[src/hdl/divOpPkg.sv]
// Divide opcode definitions
// Shared by operand decode, result correction and the top level

package divOpPkg;

  //////////////////////////////////////////////////////////////////////
  // Opcodes
  //////////////////////////////////////////////////////////////////////

  // The eight M-extension divide instructions
  // The W forms work on the low 32 bits and are only legal on RV64
  typedef enum logic [2:0] {
    OP_DIV   = 3'd0,
    OP_DIVU  = 3'd1,
    OP_REM   = 3'd2,
    OP_REMU  = 3'd3,
    OP_DIVW  = 3'd4,
    OP_DIVUW = 3'd5,
    OP_REMW  = 3'd6,
    OP_REMUW = 3'd7
  } divOpT;

  //////////////////////////////////////////////////////////////////////
  // Word operand width
  //////////////////////////////////////////////////////////////////////

  // Width of the operands and results of the W forms
  // Word results are sign-extended from the top bit of this field
  localparam int unsigned wordBits = 32;

endpackage

[src/hdl/divCtrlPkg.sv]
// Divider control definitions
// State encoding of the divide sequencer, also decoded by the result stage

package divCtrlPkg;

  // Sequencer states
  // Idle waits for an accepted start
  // Busy runs the restoring steps
  // Done holds the result until the pipeline is no longer stalled
  typedef enum logic [1:0] {
    DIV_IDLE = 2'd0,
    DIV_BUSY = 2'd1,
    DIV_DONE = 2'd2
  } divStateT;

endpackage

[src/hdl/divOperandPrep.sv]
// Divider operand preparation
// Decodes the opcode, extends word operands and forms absolute values,
// sign corrections and the divide-by-zero flag

`timescale 1ns/1ps

module divOperandPrep import divOpPkg::*; #(
  parameter int unsigned xLen = 64
) (
  input  divOpT            op,
  input  logic [xLen-1:0]  srcA,
  input  logic [xLen-1:0]  srcB,
  output logic [xLen-1:0]  absDivisor,
  output logic [xLen-1:0]  initDividend,
  output logic             divByZero,
  output logic             wordOp,
  output logic             negQuot,
  output logic             negRem,
  output logic             wantRem
);

  logic            signedOp;
  logic            wordCode;
  logic [xLen-1:0] dividend;
  logic [xLen-1:0] divisor;
  logic            signDividend;
  logic            signDivisor;

  // Opcode decode into signed, word and remainder flags
  always_comb begin
    signedOp = 1'b0;
    wordCode = 1'b0;
    wantRem  = 1'b0;
    unique case (op)
      OP_DIV:   signedOp = 1'b1;
      OP_DIVU:  signedOp = 1'b0;
      OP_REM:   begin
        signedOp = 1'b1;
        wantRem  = 1'b1;
      end
      OP_REMU:  wantRem = 1'b1;
      OP_DIVW:  begin
        signedOp = 1'b1;
        wordCode = 1'b1;
      end
      OP_DIVUW: wordCode = 1'b1;
      OP_REMW:  begin
        signedOp = 1'b1;
        wordCode = 1'b1;
        wantRem  = 1'b1;
      end
      OP_REMUW: begin
        wordCode = 1'b1;
        wantRem  = 1'b1;
      end
      default:  signedOp = 1'b0;
    endcase
  end

  //////////////////////////////////////////////////////////////////////
  // Word operand placement
  //////////////////////////////////////////////////////////////////////

  if (xLen > wordBits) begin : gWordOps
    // The word dividend sits in the upper half so that half the steps
    // leave the 32-bit quotient in the low half of the shift register
    assign wordOp   = wordCode;
    assign dividend = wordCode ? {srcA[wordBits-1:0], {(xLen-wordBits){1'b0}}} : srcA;
    // Divisor is sign- or zero-extended to full width
    assign divisor  = wordCode ?
                      {{(xLen-wordBits){signedOp & srcB[wordBits-1]}}, srcB[wordBits-1:0]} :
                      srcB;
  end else begin : gNoWordOps
    // RV32 has no word forms
    assign wordOp   = 1'b0;
    assign dividend = srcA;
    assign divisor  = srcB;
  end

  // Signs only matter for the signed opcodes
  assign signDividend = signedOp & dividend[xLen-1];
  assign signDivisor  = signedOp & divisor[xLen-1];

  // Quotient is negative when the signs differ; remainder follows the dividend
  assign negQuot   = signDividend ^ signDivisor;
  assign negRem    = signDividend;
  assign divByZero = (divisor == '0);

  // Unsigned magnitudes for the restoring core
  // On divide by zero the raw dividend passes through so the remainder path returns it
  assign absDivisor   = signDivisor ? -divisor : divisor;
  assign initDividend = divByZero    ? srcA :
                        signDividend ? -dividend : dividend;

endmodule

[src/hdl/divStep.sv]
// Restoring division step
// Shifts in one dividend bit, trial-subtracts the divisor and shifts the
// resulting quotient bit into the low end

`timescale 1ns/1ps

module divStep #(
  parameter int unsigned xLen = 64
) (
  input  logic [xLen-1:0] remIn,
  input  logic [xLen-1:0] quotIn,
  input  logic [xLen-1:0] divisor,
  output logic [xLen-1:0] remOut,
  output logic [xLen-1:0] quotOut
);

  // One extra bit keeps the shifted remainder exact for unsigned divisors
  logic [xLen:0] shiftedRem;
  logic [xLen:0] diff;
  logic          quotBit;

  // Bring the top dividend bit into the partial remainder
  assign shiftedRem = {remIn, quotIn[xLen-1]};
  assign diff       = shiftedRem - {1'b0, divisor};

  // No borrow means the divisor fit, so keep the difference
  assign quotBit = ~diff[xLen];
  assign remOut  = quotBit ? diff[xLen-1:0] : shiftedRem[xLen-1:0];
  assign quotOut = {quotIn[xLen-2:0], quotBit};

endmodule

[src/hdl/divIterator.sv]
// Restoring divide iterator
// Partial-remainder and dividend/quotient registers around a chain of
// bitsPerCycle restoring steps

`timescale 1ns/1ps

module divIterator #(
  parameter int unsigned xLen         = 64,
  parameter int unsigned bitsPerCycle = 2
) (
  input  logic            clk,
  input  logic            rstN,
  input  logic            divStart,
  input  logic            busy,
  input  logic [xLen-1:0] initDividend,
  input  logic [xLen-1:0] absDivisor,
  output logic [xLen-1:0] rawQuot,
  output logic [xLen-1:0] rawRem
);

  logic [xLen-1:0] remReg;
  logic [xLen-1:0] quotReg;
  logic [xLen-1:0] divisorReg;
  // Element 0 is the register, element bitsPerCycle the value after one clock
  logic [xLen-1:0] remChain  [0:bitsPerCycle];
  logic [xLen-1:0] quotChain [0:bitsPerCycle];

  assign remChain[0]  = remReg;
  assign quotChain[0] = quotReg;

  // One step per quotient bit produced in a cycle
  for (genvar i = 0; i < bitsPerCycle; i++) begin : gSteps
    divStep #(
      .xLen (xLen)
    ) u_divStep (
      .remIn   (remChain[i]),
      .quotIn  (quotChain[i]),
      .divisor (divisorReg),
      .remOut  (remChain[i+1]),
      .quotOut (quotChain[i+1])
    );
  end

  // Load on the accepting edge, then advance on every busy edge
  // A zero divisor keeps the dividend in the quotient register for the remainder
  always_ff @(posedge clk or negedge rstN) begin
    if (!rstN) begin
      remReg     <= '0;
      quotReg    <= '0;
      divisorReg <= '0;
    end else if (divStart) begin
      remReg     <= '0;
      quotReg    <= initDividend;
      divisorReg <= absDivisor;
    end else if (busy && (divisorReg != '0)) begin
      remReg  <= remChain[bitsPerCycle];
      quotReg <= quotChain[bitsPerCycle];
    end
  end

  assign rawQuot = quotReg;
  assign rawRem  = remReg;

endmodule

[src/hdl/divSequencer.sv]
// Divide sequencer
// Accepts a start, counts the restoring steps and holds the done state
// while the pipeline is stalled

`timescale 1ns/1ps

module divSequencer import divCtrlPkg::*; #(
  parameter int unsigned xLen         = 64,
  parameter int unsigned bitsPerCycle = 2
) (
  input  logic     clk,
  input  logic     rstN,
  input  logic     start,
  input  logic     stall,
  input  logic     flush,
  input  logic     divByZero,
  input  logic     wordOp,
  output logic     divStart,
  output logic     busy,
  output divStateT divState
);

  // Full ops need xLen/bitsPerCycle steps, word ops half as many
  localparam int unsigned nFull    = xLen / bitsPerCycle;
  localparam int unsigned nWord    = nFull / 2;
  localparam int unsigned stepBits = $clog2(nFull) + 1;

  localparam logic [stepBits-1:0] fullSteps = stepBits'(nFull);
  localparam logic [stepBits-1:0] wordSteps = stepBits'(nWord);

  divStateT            state;
  logic [stepBits-1:0] stepCount;
  logic [stepBits-1:0] stepTarget;
  logic                wordReg;
  logic                zeroReg;

  // Accept only from idle and only when the pipeline can move
  assign divStart = start & (state == DIV_IDLE) & ~stall;
  // Busy already covers the accepting cycle so the iterator loads
  assign busy     = (state == DIV_BUSY) | divStart;
  assign divState = state;

  // Divide by zero needs no iterations, so it ends after one busy cycle
  assign stepTarget = zeroReg ? stepBits'(1) :
                      wordReg ? wordSteps : fullSteps;

  //////////////////////////////////////////////////////////////////////
  // State machine
  //////////////////////////////////////////////////////////////////////

  always_ff @(posedge clk or negedge rstN) begin
    if (!rstN) begin
      state     <= DIV_IDLE;
      stepCount <= '0;
      wordReg   <= 1'b0;
      zeroReg   <= 1'b0;
    end else if (flush) begin
      // A trap abandons whatever is in flight
      state <= DIV_IDLE;
    end else begin
      unique case (state)
        DIV_IDLE: begin
          if (divStart) begin
            stepCount <= stepBits'(1);
            wordReg   <= wordOp;
            zeroReg   <= divByZero;
            state     <= DIV_BUSY;
          end
        end
        DIV_BUSY: begin
          // The edge that performs the last step also ends the op
          if (stepCount == stepTarget) begin
            state <= DIV_DONE;
          end
          stepCount <= stepCount + 1'b1;
        end
        DIV_DONE: begin
          if (!stall) begin
            state <= DIV_IDLE;
          end
        end
        default: state <= DIV_IDLE;
      endcase
    end
  end

endmodule

[src/hdl/divResultSelect.sv]
// Divide result correction
// Captures the per-op control at start, restores signs, applies the
// RISC-V divide-by-zero results and sign-extends word results

`timescale 1ns/1ps

module divResultSelect import divOpPkg::*, divCtrlPkg::*; #(
  parameter int unsigned xLen = 64
) (
  input  logic            clk,
  input  logic            rstN,
  input  logic            divStart,
  input  divStateT        divState,
  input  logic            divByZero,
  input  logic            negQuot,
  input  logic            negRem,
  input  logic            wantRem,
  input  logic            wordOp,
  input  logic [xLen-1:0] rawQuot,
  input  logic [xLen-1:0] rawRem,
  output logic            done,
  output logic [xLen-1:0] result
);

  logic            divByZeroReg;
  logic            negQuotReg;
  logic            negRemReg;
  logic            wantRemReg;
  logic            wordReg;
  logic [xLen-1:0] quotFixed;
  logic [xLen-1:0] remFixed;
  logic [xLen-1:0] selected;

  // Control is frozen at the accepting edge so operands may change afterwards
  always_ff @(posedge clk or negedge rstN) begin
    if (!rstN) begin
      divByZeroReg <= 1'b0;
      negQuotReg   <= 1'b0;
      negRemReg    <= 1'b0;
      wantRemReg   <= 1'b0;
      wordReg      <= 1'b0;
    end else if (divStart) begin
      divByZeroReg <= divByZero;
      negQuotReg   <= negQuot;
      negRemReg    <= negRem;
      wantRemReg   <= wantRem;
      wordReg      <= wordOp;
    end
  end

  // Divide by zero gives all ones, and the dividend is still in the quotient register
  assign quotFixed = divByZeroReg ? '1      : negQuotReg ? -rawQuot : rawQuot;
  assign remFixed  = divByZeroReg ? rawQuot : negRemReg  ? -rawRem  : rawRem;
  assign selected  = wantRemReg ? remFixed : quotFixed;

  if (xLen > wordBits) begin : gWordExt
    // Word results are sign-extended from bit 31
    assign result = wordReg ?
                    {{(xLen-wordBits){selected[wordBits-1]}}, selected[wordBits-1:0]} :
                    selected;
  end else begin : gNoWordExt
    assign result = selected;
  end

  assign done = (divState == DIV_DONE);

endmodule

[src/hdl/intDivUnit.sv]
// Iterative restoring integer divider
// Executes the RISC-V M-extension divide and remainder instructions,
// including the word forms on RV64

`timescale 1ns/1ps

module intDivUnit import divOpPkg::*, divCtrlPkg::*; #(
  parameter int unsigned xLen         = 64,
  parameter int unsigned bitsPerCycle = 2
) (
  input  logic            clk,
  input  logic            rstN,
  input  logic            start,
  input  divOpT           op,
  input  logic [xLen-1:0] srcA,
  input  logic [xLen-1:0] srcB,
  input  logic            stall,
  input  logic            flush,
  output logic            busy,
  output logic            done,
  output logic [xLen-1:0] result
);

  // Prepared operands and per-op flags
  logic [xLen-1:0] absDivisor;
  logic [xLen-1:0] initDividend;
  logic            divByZero;
  logic            wordOp;
  logic            negQuot;
  logic            negRem;
  logic            wantRem;

  // Sequencing and raw iterator results
  logic            divStart;
  divStateT        divState;
  logic [xLen-1:0] rawQuot;
  logic [xLen-1:0] rawRem;

  //////////////////////////////////////////////////////////////////////
  // Operand preparation
  //////////////////////////////////////////////////////////////////////

  divOperandPrep #(
    .xLen (xLen)
  ) u_operandPrep (
    .op           (op),
    .srcA         (srcA),
    .srcB         (srcB),
    .absDivisor   (absDivisor),
    .initDividend (initDividend),
    .divByZero    (divByZero),
    .wordOp       (wordOp),
    .negQuot      (negQuot),
    .negRem       (negRem),
    .wantRem      (wantRem)
  );

  //////////////////////////////////////////////////////////////////////
  // Control and iteration
  //////////////////////////////////////////////////////////////////////

  divSequencer #(
    .xLen         (xLen),
    .bitsPerCycle (bitsPerCycle)
  ) u_sequencer (
    .clk       (clk),
    .rstN      (rstN),
    .start     (start),
    .stall     (stall),
    .flush     (flush),
    .divByZero (divByZero),
    .wordOp    (wordOp),
    .divStart  (divStart),
    .busy      (busy),
    .divState  (divState)
  );

  divIterator #(
    .xLen         (xLen),
    .bitsPerCycle (bitsPerCycle)
  ) u_iterator (
    .clk          (clk),
    .rstN         (rstN),
    .divStart     (divStart),
    .busy         (busy),
    .initDividend (initDividend),
    .absDivisor   (absDivisor),
    .rawQuot      (rawQuot),
    .rawRem       (rawRem)
  );

  // Sign correction and result selection
  divResultSelect #(
    .xLen (xLen)
  ) u_resultSelect (
    .clk       (clk),
    .rstN      (rstN),
    .divStart  (divStart),
    .divState  (divState),
    .divByZero (divByZero),
    .negQuot   (negQuot),
    .negRem    (negRem),
    .wantRem   (wantRem),
    .wordOp    (wordOp),
    .rawQuot   (rawQuot),
    .rawRem    (rawRem),
    .done      (done),
    .result    (result)
  );

endmodule

[config.mk]
export PLATFORM = sky130hd
export DESIGN_NAME = intDivUnit
export DESIGN_NICKNAME = d
export VERILOG_FILES = /design/src/hdl/divOpPkg.sv /design/src/hdl/divCtrlPkg.sv /design/src/hdl/divOperandPrep.sv /design/src/hdl/divStep.sv /design/src/hdl/divIterator.sv /design/src/hdl/divSequencer.sv /design/src/hdl/divResultSelect.sv /design/src/hdl/intDivUnit.sv
export SDC_FILE = /design/constraint.sdc
export NUM_CORES = 1
export LEC_CHECK = 0
export ABC_AREA = 0
export BUFFER_PORTS_ARGS = -buffer_cell sky130_fd_sc_hd__buf_2
export CAP_MARGIN = 10
export CORE_AREA = 2 2 232 234
export DETAILED_ROUTE_END_ITERATION = 16
export DIE_AREA = 0 0 234 236
export PLACE_DENSITY = 0.72
export SYNTH_ARGS = -nofsm -noshare
export SYNTH_HDL_FRONTEND = slang
export SYNTH_SLANG_ARGS = --single-unit
export TNS_END_PERCENT = 100
[constraint.sdc]
create_clock -name clk -period 15.88 [get_ports clk]
set_input_delay 0.794 -clock clk [delete_from_list [all_inputs] [get_ports clk]]
set_output_delay 0.794 -clock clk [all_outputs]
set_load 0.1 [all_outputs]
==> results of run 1 <==
[through the flow]
step / setup slack (ps) / util / std cells
2_1_floorplan: 9263 / - / 3618
4_1_cts: 6656 / 0.5299 / 4327
5_1_grt: 5861 / 0.5300 / 4329
6_report: 6414 / 0.5300 / 4329
3_3_place_gp: 6853 / 0.5146 / 4282
3_5_place_dp: 6660 / 0.5146 / 4282
[sequential cells by signal, indices dropped and copies added (netlist names)]
name	cells
u_sequencer.wordReg	1
u_sequencer.stepCount	6
u_resultSelect.wantRemReg	1
u_iterator.divisorReg	64
u_resultSelect.negQuotReg	1
u_sequencer.zeroReg	1
u_resultSelect.wordReg	1
u_iterator.rawQuot	64
u_sequencer.divState	2
u_resultSelect.negRemReg	1
u_resultSelect.divByZeroReg	1
u_iterator.rawRem	64
[synthesized netlist by cell type (39+ instances only)]
cell type	instances
nor4_1	55
nand4_1	50
ha_1	133
a22oi_1	73
mux2i_1	68
nor3_1	96
o31ai_1	62
mux2_2	56
inv_1	127
a21o_1	98
nor2_1	255
nand2_1	419
xnor2_1	166
nand3_1	63
o211ai_1	39
xor2_1	164
dfrtp_1	207
o21ai_0	358
a21oi_1	349
clkbuf_1	229
[per-layer routing]
| metal | wire length, um | global-route usage |
|---|---|---|
| met1 | 43470 | 0.5170 |
| met3 | 9700 | 0.05283 |
| met5 | 0 | 0 |
| met2 | 41840 | 0.5075 |
| met4 | 5410 | 0.1615 |
[critical path: cells and delay by family, from the launching register on]
kind | cells | cell delay, ps
mux | 1 | 410
xor+xnor | 1 | 600
flops | 1 | 430
compound gates | 13 | 3920
buf+inv | 4 | 1590
simple gates | 6 | 1340
fa+ha+maj | 3 | 940
[cell families after synthesis]
| logic type | Yosys count | synth area share |
|---|---|---|
| xor gates and xnor gates | 330 | 0.1106 |
| AOI/OAI and AO/OA | 1271 | 0.3061 |
| muxes | 124 | 0.05018 |
| DFF | 207 | 0.1982 |
| and+or+nand+nor | 1163 | 0.2134 |
| buffers and inverters | 388 | 0.05622 |
| adders and majority gates | 135 | 0.06522 |
[area by class of cell]
cell class                 instances  area share
antenna                            2   0.0001780
clock buffer                      32     0.02496
clock inverter                    13    0.003870
inverter                         128     0.01708
multi-input combinational       3023      0.6947
sequential                       207      0.1844
tap                              696     0.03096
timing repair buffer             228     0.04386
[path summary, 6_finish.rpt]
| kind | slack (ps) | depth (start not counted) | start | endpoint |
|---|---|---|---|---|
| worst max-delay path | 6410 | 28 | u_iterator.rawQuot[63] | u_iterator.rawRem[59] |
| worst min-delay path | 240 | 1 | rstN | u_iterator.rawQuot[50] |
| worst max register to register | 6410 | 28 | u_iterator.rawQuot[63] | u_iterator.rawRem[59] |
| worst min register to register | 510 | 2 | u_iterator.divisorReg[35] | u_iterator.divisorReg[35] |
| max in group asynchronous | 13540 | 3 | rstN | u_resultSelect.divByZeroReg |
| min in group clk | 430 | 3 | op[1] | u_resultSelect.wantRemReg |
==> impl_metrics.env, run 1 <==
export IMPL_synth_area_leaders="dfrtp_1 20%, o21ai_0 6.9%, a21oi_1 6.7%, ha_1 6.4%, nand2_1 6.0%"
export IMPL_ys_flop_type="dfrtp_1"
export IMPL_vias=28570
export IMPL_clkTransAtPathRegs_ps=70
export IMPL_yosysTopAreaCell="dfrtp_1"
export IMPL_die_w_um=234
export IMPL_nets=3884
export IMPL_async_reset_ff_frac=1.000
export IMPL_synth_net_count=3889
export IMPL_holdCritPathClass="in -> async"
export IMPL_antenna_found_initial=2
export IMPL_dp_hpwl_mm=77.43
export IMPL_avgSynthCellArea_um2=7.222
export IMPL_dr_pass1_iters=7
export IMPL_detail_route_wl_per_cell_um=23.20
export IMPL_overflow=0
export IMPL_cts_sinks=207
export IMPL_cpPeakStageDelay_ps=840
export IMPL_cts_tree="done"
export IMPL_cts_repair_resized=0
export IMPL_grt_pass1_vias=25680
export IMPL_syn_instance_count=3618
export IMPL_cts_hold_buf=0
export IMPL_numPortBuffers=201
export IMPL_slew_violations=0
export IMPL_start_util=0.4923
export IMPL_arrival_ps=9940
export IMPL_synth_edf_count=0
export IMPL_synth_top_area_frac=0.1982
export IMPL_fin_setup_tns_ps=0
export IMPL_crit_type="reg -> reg"
export IMPL_cts_buffer_depth=3
export IMPL_stdcell_area_um2=28120
export IMPL_end_kind="register"
export IMPL_htreeDepth=1
export IMPL_ys_warn_count=0
export IMPL_globalplace_congestion=1.014
export IMPL_regArea_um2=5185
export IMPL_vias_per_cell=6.601
export IMPL_final_cell_mix="418 x nand2_1, 358 x o21ai_0, 347 x a21oi_1"
export IMPL_core_area_um2=53070
export IMPL_drive_above_1_share=0.1027
export IMPL_clkLatencyLatePin_ps=590
export IMPL_fmax_mhz=105.6
export IMPL_setup_viol=0
export IMPL_synth_seq_area_share=0.1982
export IMPL_start_kind="register"
export IMPL_postCtsSetupRepairBufs=0
export IMPL_ant_nets=0
export IMPL_fin_crit_sh=0.5961
export IMPL_outcome="complete, no violations"
export IMPL_final_hold_viol_count=0
export IMPL_grt_max_degree=187
export IMPL_grt_pass1_wl_mm=153.8
export IMPL_grt_use_total=0.3536
export IMPL_numCtsBuffers=25
export IMPL_cap_violations=0
export IMPL_die_area_um2=55220
export IMPL_rsz0062_at_grt="false"
export IMPL_fin_hold_ws_ps=239.7
export IMPL_clock_root_buffer="clkbuf_16"
export IMPL_fillers=5192
export IMPL_synthToLayoutAreaGrowth_pct=7.638
export IMPL_placed_area_um2=27310
export IMPL_row_count=85
export IMPL_crit_required_ps=16350
export IMPL_layout_commonest_cell="nand2_1"
export IMPL_maxSlewHeadroom=0.2300
export IMPL_drt_total_wl_mm=100.4
export IMPL_finalClockSkew_ps=38.17
export IMPL_synth_seq_cells=207
export IMPL_pin_count=202
export IMPL_drc=0
export IMPL_crit_fanout=64
export IMPL_syn_area_um2=26130
export IMPL_multiInputGateArea_um2=19540
export IMPL_drtIter0Drc=3725
export IMPL_synth_cell_types=87
export IMPL_die_h_um=236
export IMPL_final_min_clock_period_ps=9466
export IMPL_slowest_stage="buf_4"
export IMPL_worst_pin_slew_ps=1143
Power of run 1 is not shown: default switching activity piles up to over one toggle a cycle in this logic, so the estimate is an artifact.
==> inputs of run 2 (changes only) <==
==> constraint.sdc (replaced) <==
create_clock -name clk -period 9.6 [get_ports clk]
set_input_delay 0.48 -clock clk [delete_from_list [all_inputs] [get_ports clk]]
set_output_delay 0.48 -clock clk [all_outputs]
set_load 0.1 [all_outputs]
==> run 2 against run 1 <==
The run now ends with negative hold slack left; maximum frequency increased by 13%; utilization up 0.13 points; sequential share of layout area hardly changed; via count is 0.36% lower; wire length shrank 0.23%; critical path depth stayed put; final cell count is 0.21% higher; critical path type unchanged.
==> impl_metrics.env, run 2 (synthesized netlist as in run 1, its figures left out) <==
export IMPL_outcome="finished with violations"
export IMPL_violations="negative hold slack"
export IMPL_cts_tree="done"
export IMPL_drt_total_wl_mm=100.2
export IMPL_slowest_stage="a311o_2"
export IMPL_detail_route_wl_per_cell_um=23.10
export IMPL_cts_buffer_depth=3
export IMPL_overflow=0
export IMPL_cap_violations=0
export IMPL_cts_hold_buf=0
export IMPL_crit_fanout=75
export IMPL_htreeDepth=1
export IMPL_vias_per_cell=6.563
export IMPL_clkTransAtPathRegs_ps=60
export IMPL_ff2ff_path_depth=28
export IMPL_path_depth=28
export IMPL_grt_pass1_wl_mm=153.1
export IMPL_drc=0
export IMPL_fin_crit_sh=0.8738
export IMPL_slew_violations=0
export IMPL_grt_max_degree=121
export IMPL_grt_use_total=0.3527
export IMPL_fin_hold_ws_ps=-75.26
export IMPL_final_cells=4338
export IMPL_vias=28470
export IMPL_fmax_mhz=119.2
export IMPL_maxSlewHeadroom=0.2343
export IMPL_die_area_um2=55220
export IMPL_rsz0062_at_grt="false"
export IMPL_dp_cells=4292
export IMPL_die_h_um=236
export IMPL_placed_area_um2=27380
export IMPL_crit_required_ps=10030
export IMPL_start_util=0.4923
export IMPL_numCtsBuffers=24
export IMPL_holdCritPathClass="in -> async"
export IMPL_cts_sinks=207
export IMPL_numPortBuffers=201
export IMPL_final_min_clock_period_ps=8388
export IMPL_globalplace_congestion=1.068
export IMPL_drive_above_1_share=0.1039
export IMPL_antenna_found_initial=4
export IMPL_crit_type="reg -> reg"
export IMPL_grt_pass1_vias=25690
export IMPL_cpPeakStageDelay_ps=670
export IMPL_worst_path_dominant_cell_family="compound AO/OA/AOI/OAI gates"
export IMPL_postCtsSetupRepairBufs=0
export IMPL_final_cell_mix="418 x nand2_1, 358 x o21ai_0, 347 x a21oi_1"
export IMPL_crit_buf_inv=4
export IMPL_row_count=85
export IMPL_dp_hpwl_mm=77.20
export IMPL_dr_pass1_iters=6
export IMPL_stdcell_area_um2=28200
export IMPL_end_kind="register"
export IMPL_fin_setup_tns_ps=0
export IMPL_final_hold_viol_count=24
export IMPL_synthToLayoutAreaGrowth_pct=7.911
export IMPL_setup_viol=0
export IMPL_die_w_um=234
export IMPL_finalClockSkew_ps=37.30
export IMPL_fillers=5218
export IMPL_drtIter0Drc=3534
export IMPL_clkLatencyLatePin_ps=580
export IMPL_ant_nets=0
export IMPL_start_kind="register"
export IMPL_pin_count=202
export IMPL_arrival_ps=8820
export IMPL_core_area_um2=53070
export IMPL_worst_pin_slew_ps=1137
export IMPL_layout_commonest_cell="nand2_1"
export IMPL_clock_root_buffer="clkbuf_16"
export IMPL_cts_repair_resized=0
export IMPL_nets=3893
[run 2: cell count changes in the layout (fill, tap and decap cells not counted), sizes merged]
cell / delta
bufinv: +3
diode: +1
buf: +10
clkinvlp: -3
inv: -4
clkinv: +3
clkbuf: -1
[run 2: worst paths after layout]
| kind | from | end | slack, ps |
|---|---|---|---|
| setup / recovery | u_iterator.rawQuot[63] | u_iterator.rawRem[48] | 1210 |
| hold / removal | rstN | u_iterator.rawQuot[50] | -80 |
| setup reg to reg | u_iterator.rawQuot[63] | u_iterator.rawRem[48] | 1210 |
| hold reg to reg | u_iterator.divisorReg[32] | u_iterator.divisorReg[32] | 500 |
| max in group asynchronous | rstN | u_resultSelect.divByZeroReg | 7550 |
| min in group clk | op[1] | u_resultSelect.wantRemReg | 130 |
[run 2: layout make-up]
cell class	instances	area (um^2)	share of cell area
clock buffers	31	646.9	0.02294
repair buffers	238	1309	0.04642
well taps	696	870.8	0.03089
flip-flops and latches	207	5185	0.1839
inverters	128	480.5	0.01704
multi-input cells	3023	19540	0.6930
clock inverters	12	157.7	0.005591
diodes	3	7.507	0.0002663
[run 2: routing by layer]
layer  GRT usage  up-vias  wire length [um]
li1            -    13290                 -
met1      0.5118    13450             43400
met2      0.5108     1501             42130
met3     0.06044      232              9801
met4      0.1494        4              4850
met5           0        -                19
[run 2: metrics by stage]
step / worst slack (ps) / hold slack, ps / utilization
2_1_floorplan: 2983 / 184.4 / -
3_3_place_gp: 1577 / 486.5 / 0.5160
3_5_place_dp: 1371 / 497.8 / 0.5160
4_1_cts: 1385 / 14.84 / 0.5312
5_1_grt: 635.7 / 28.25 / 0.5313
6_report: 1212 / -75.26 / 0.5313
Power of run 2 is left out for the same reason.
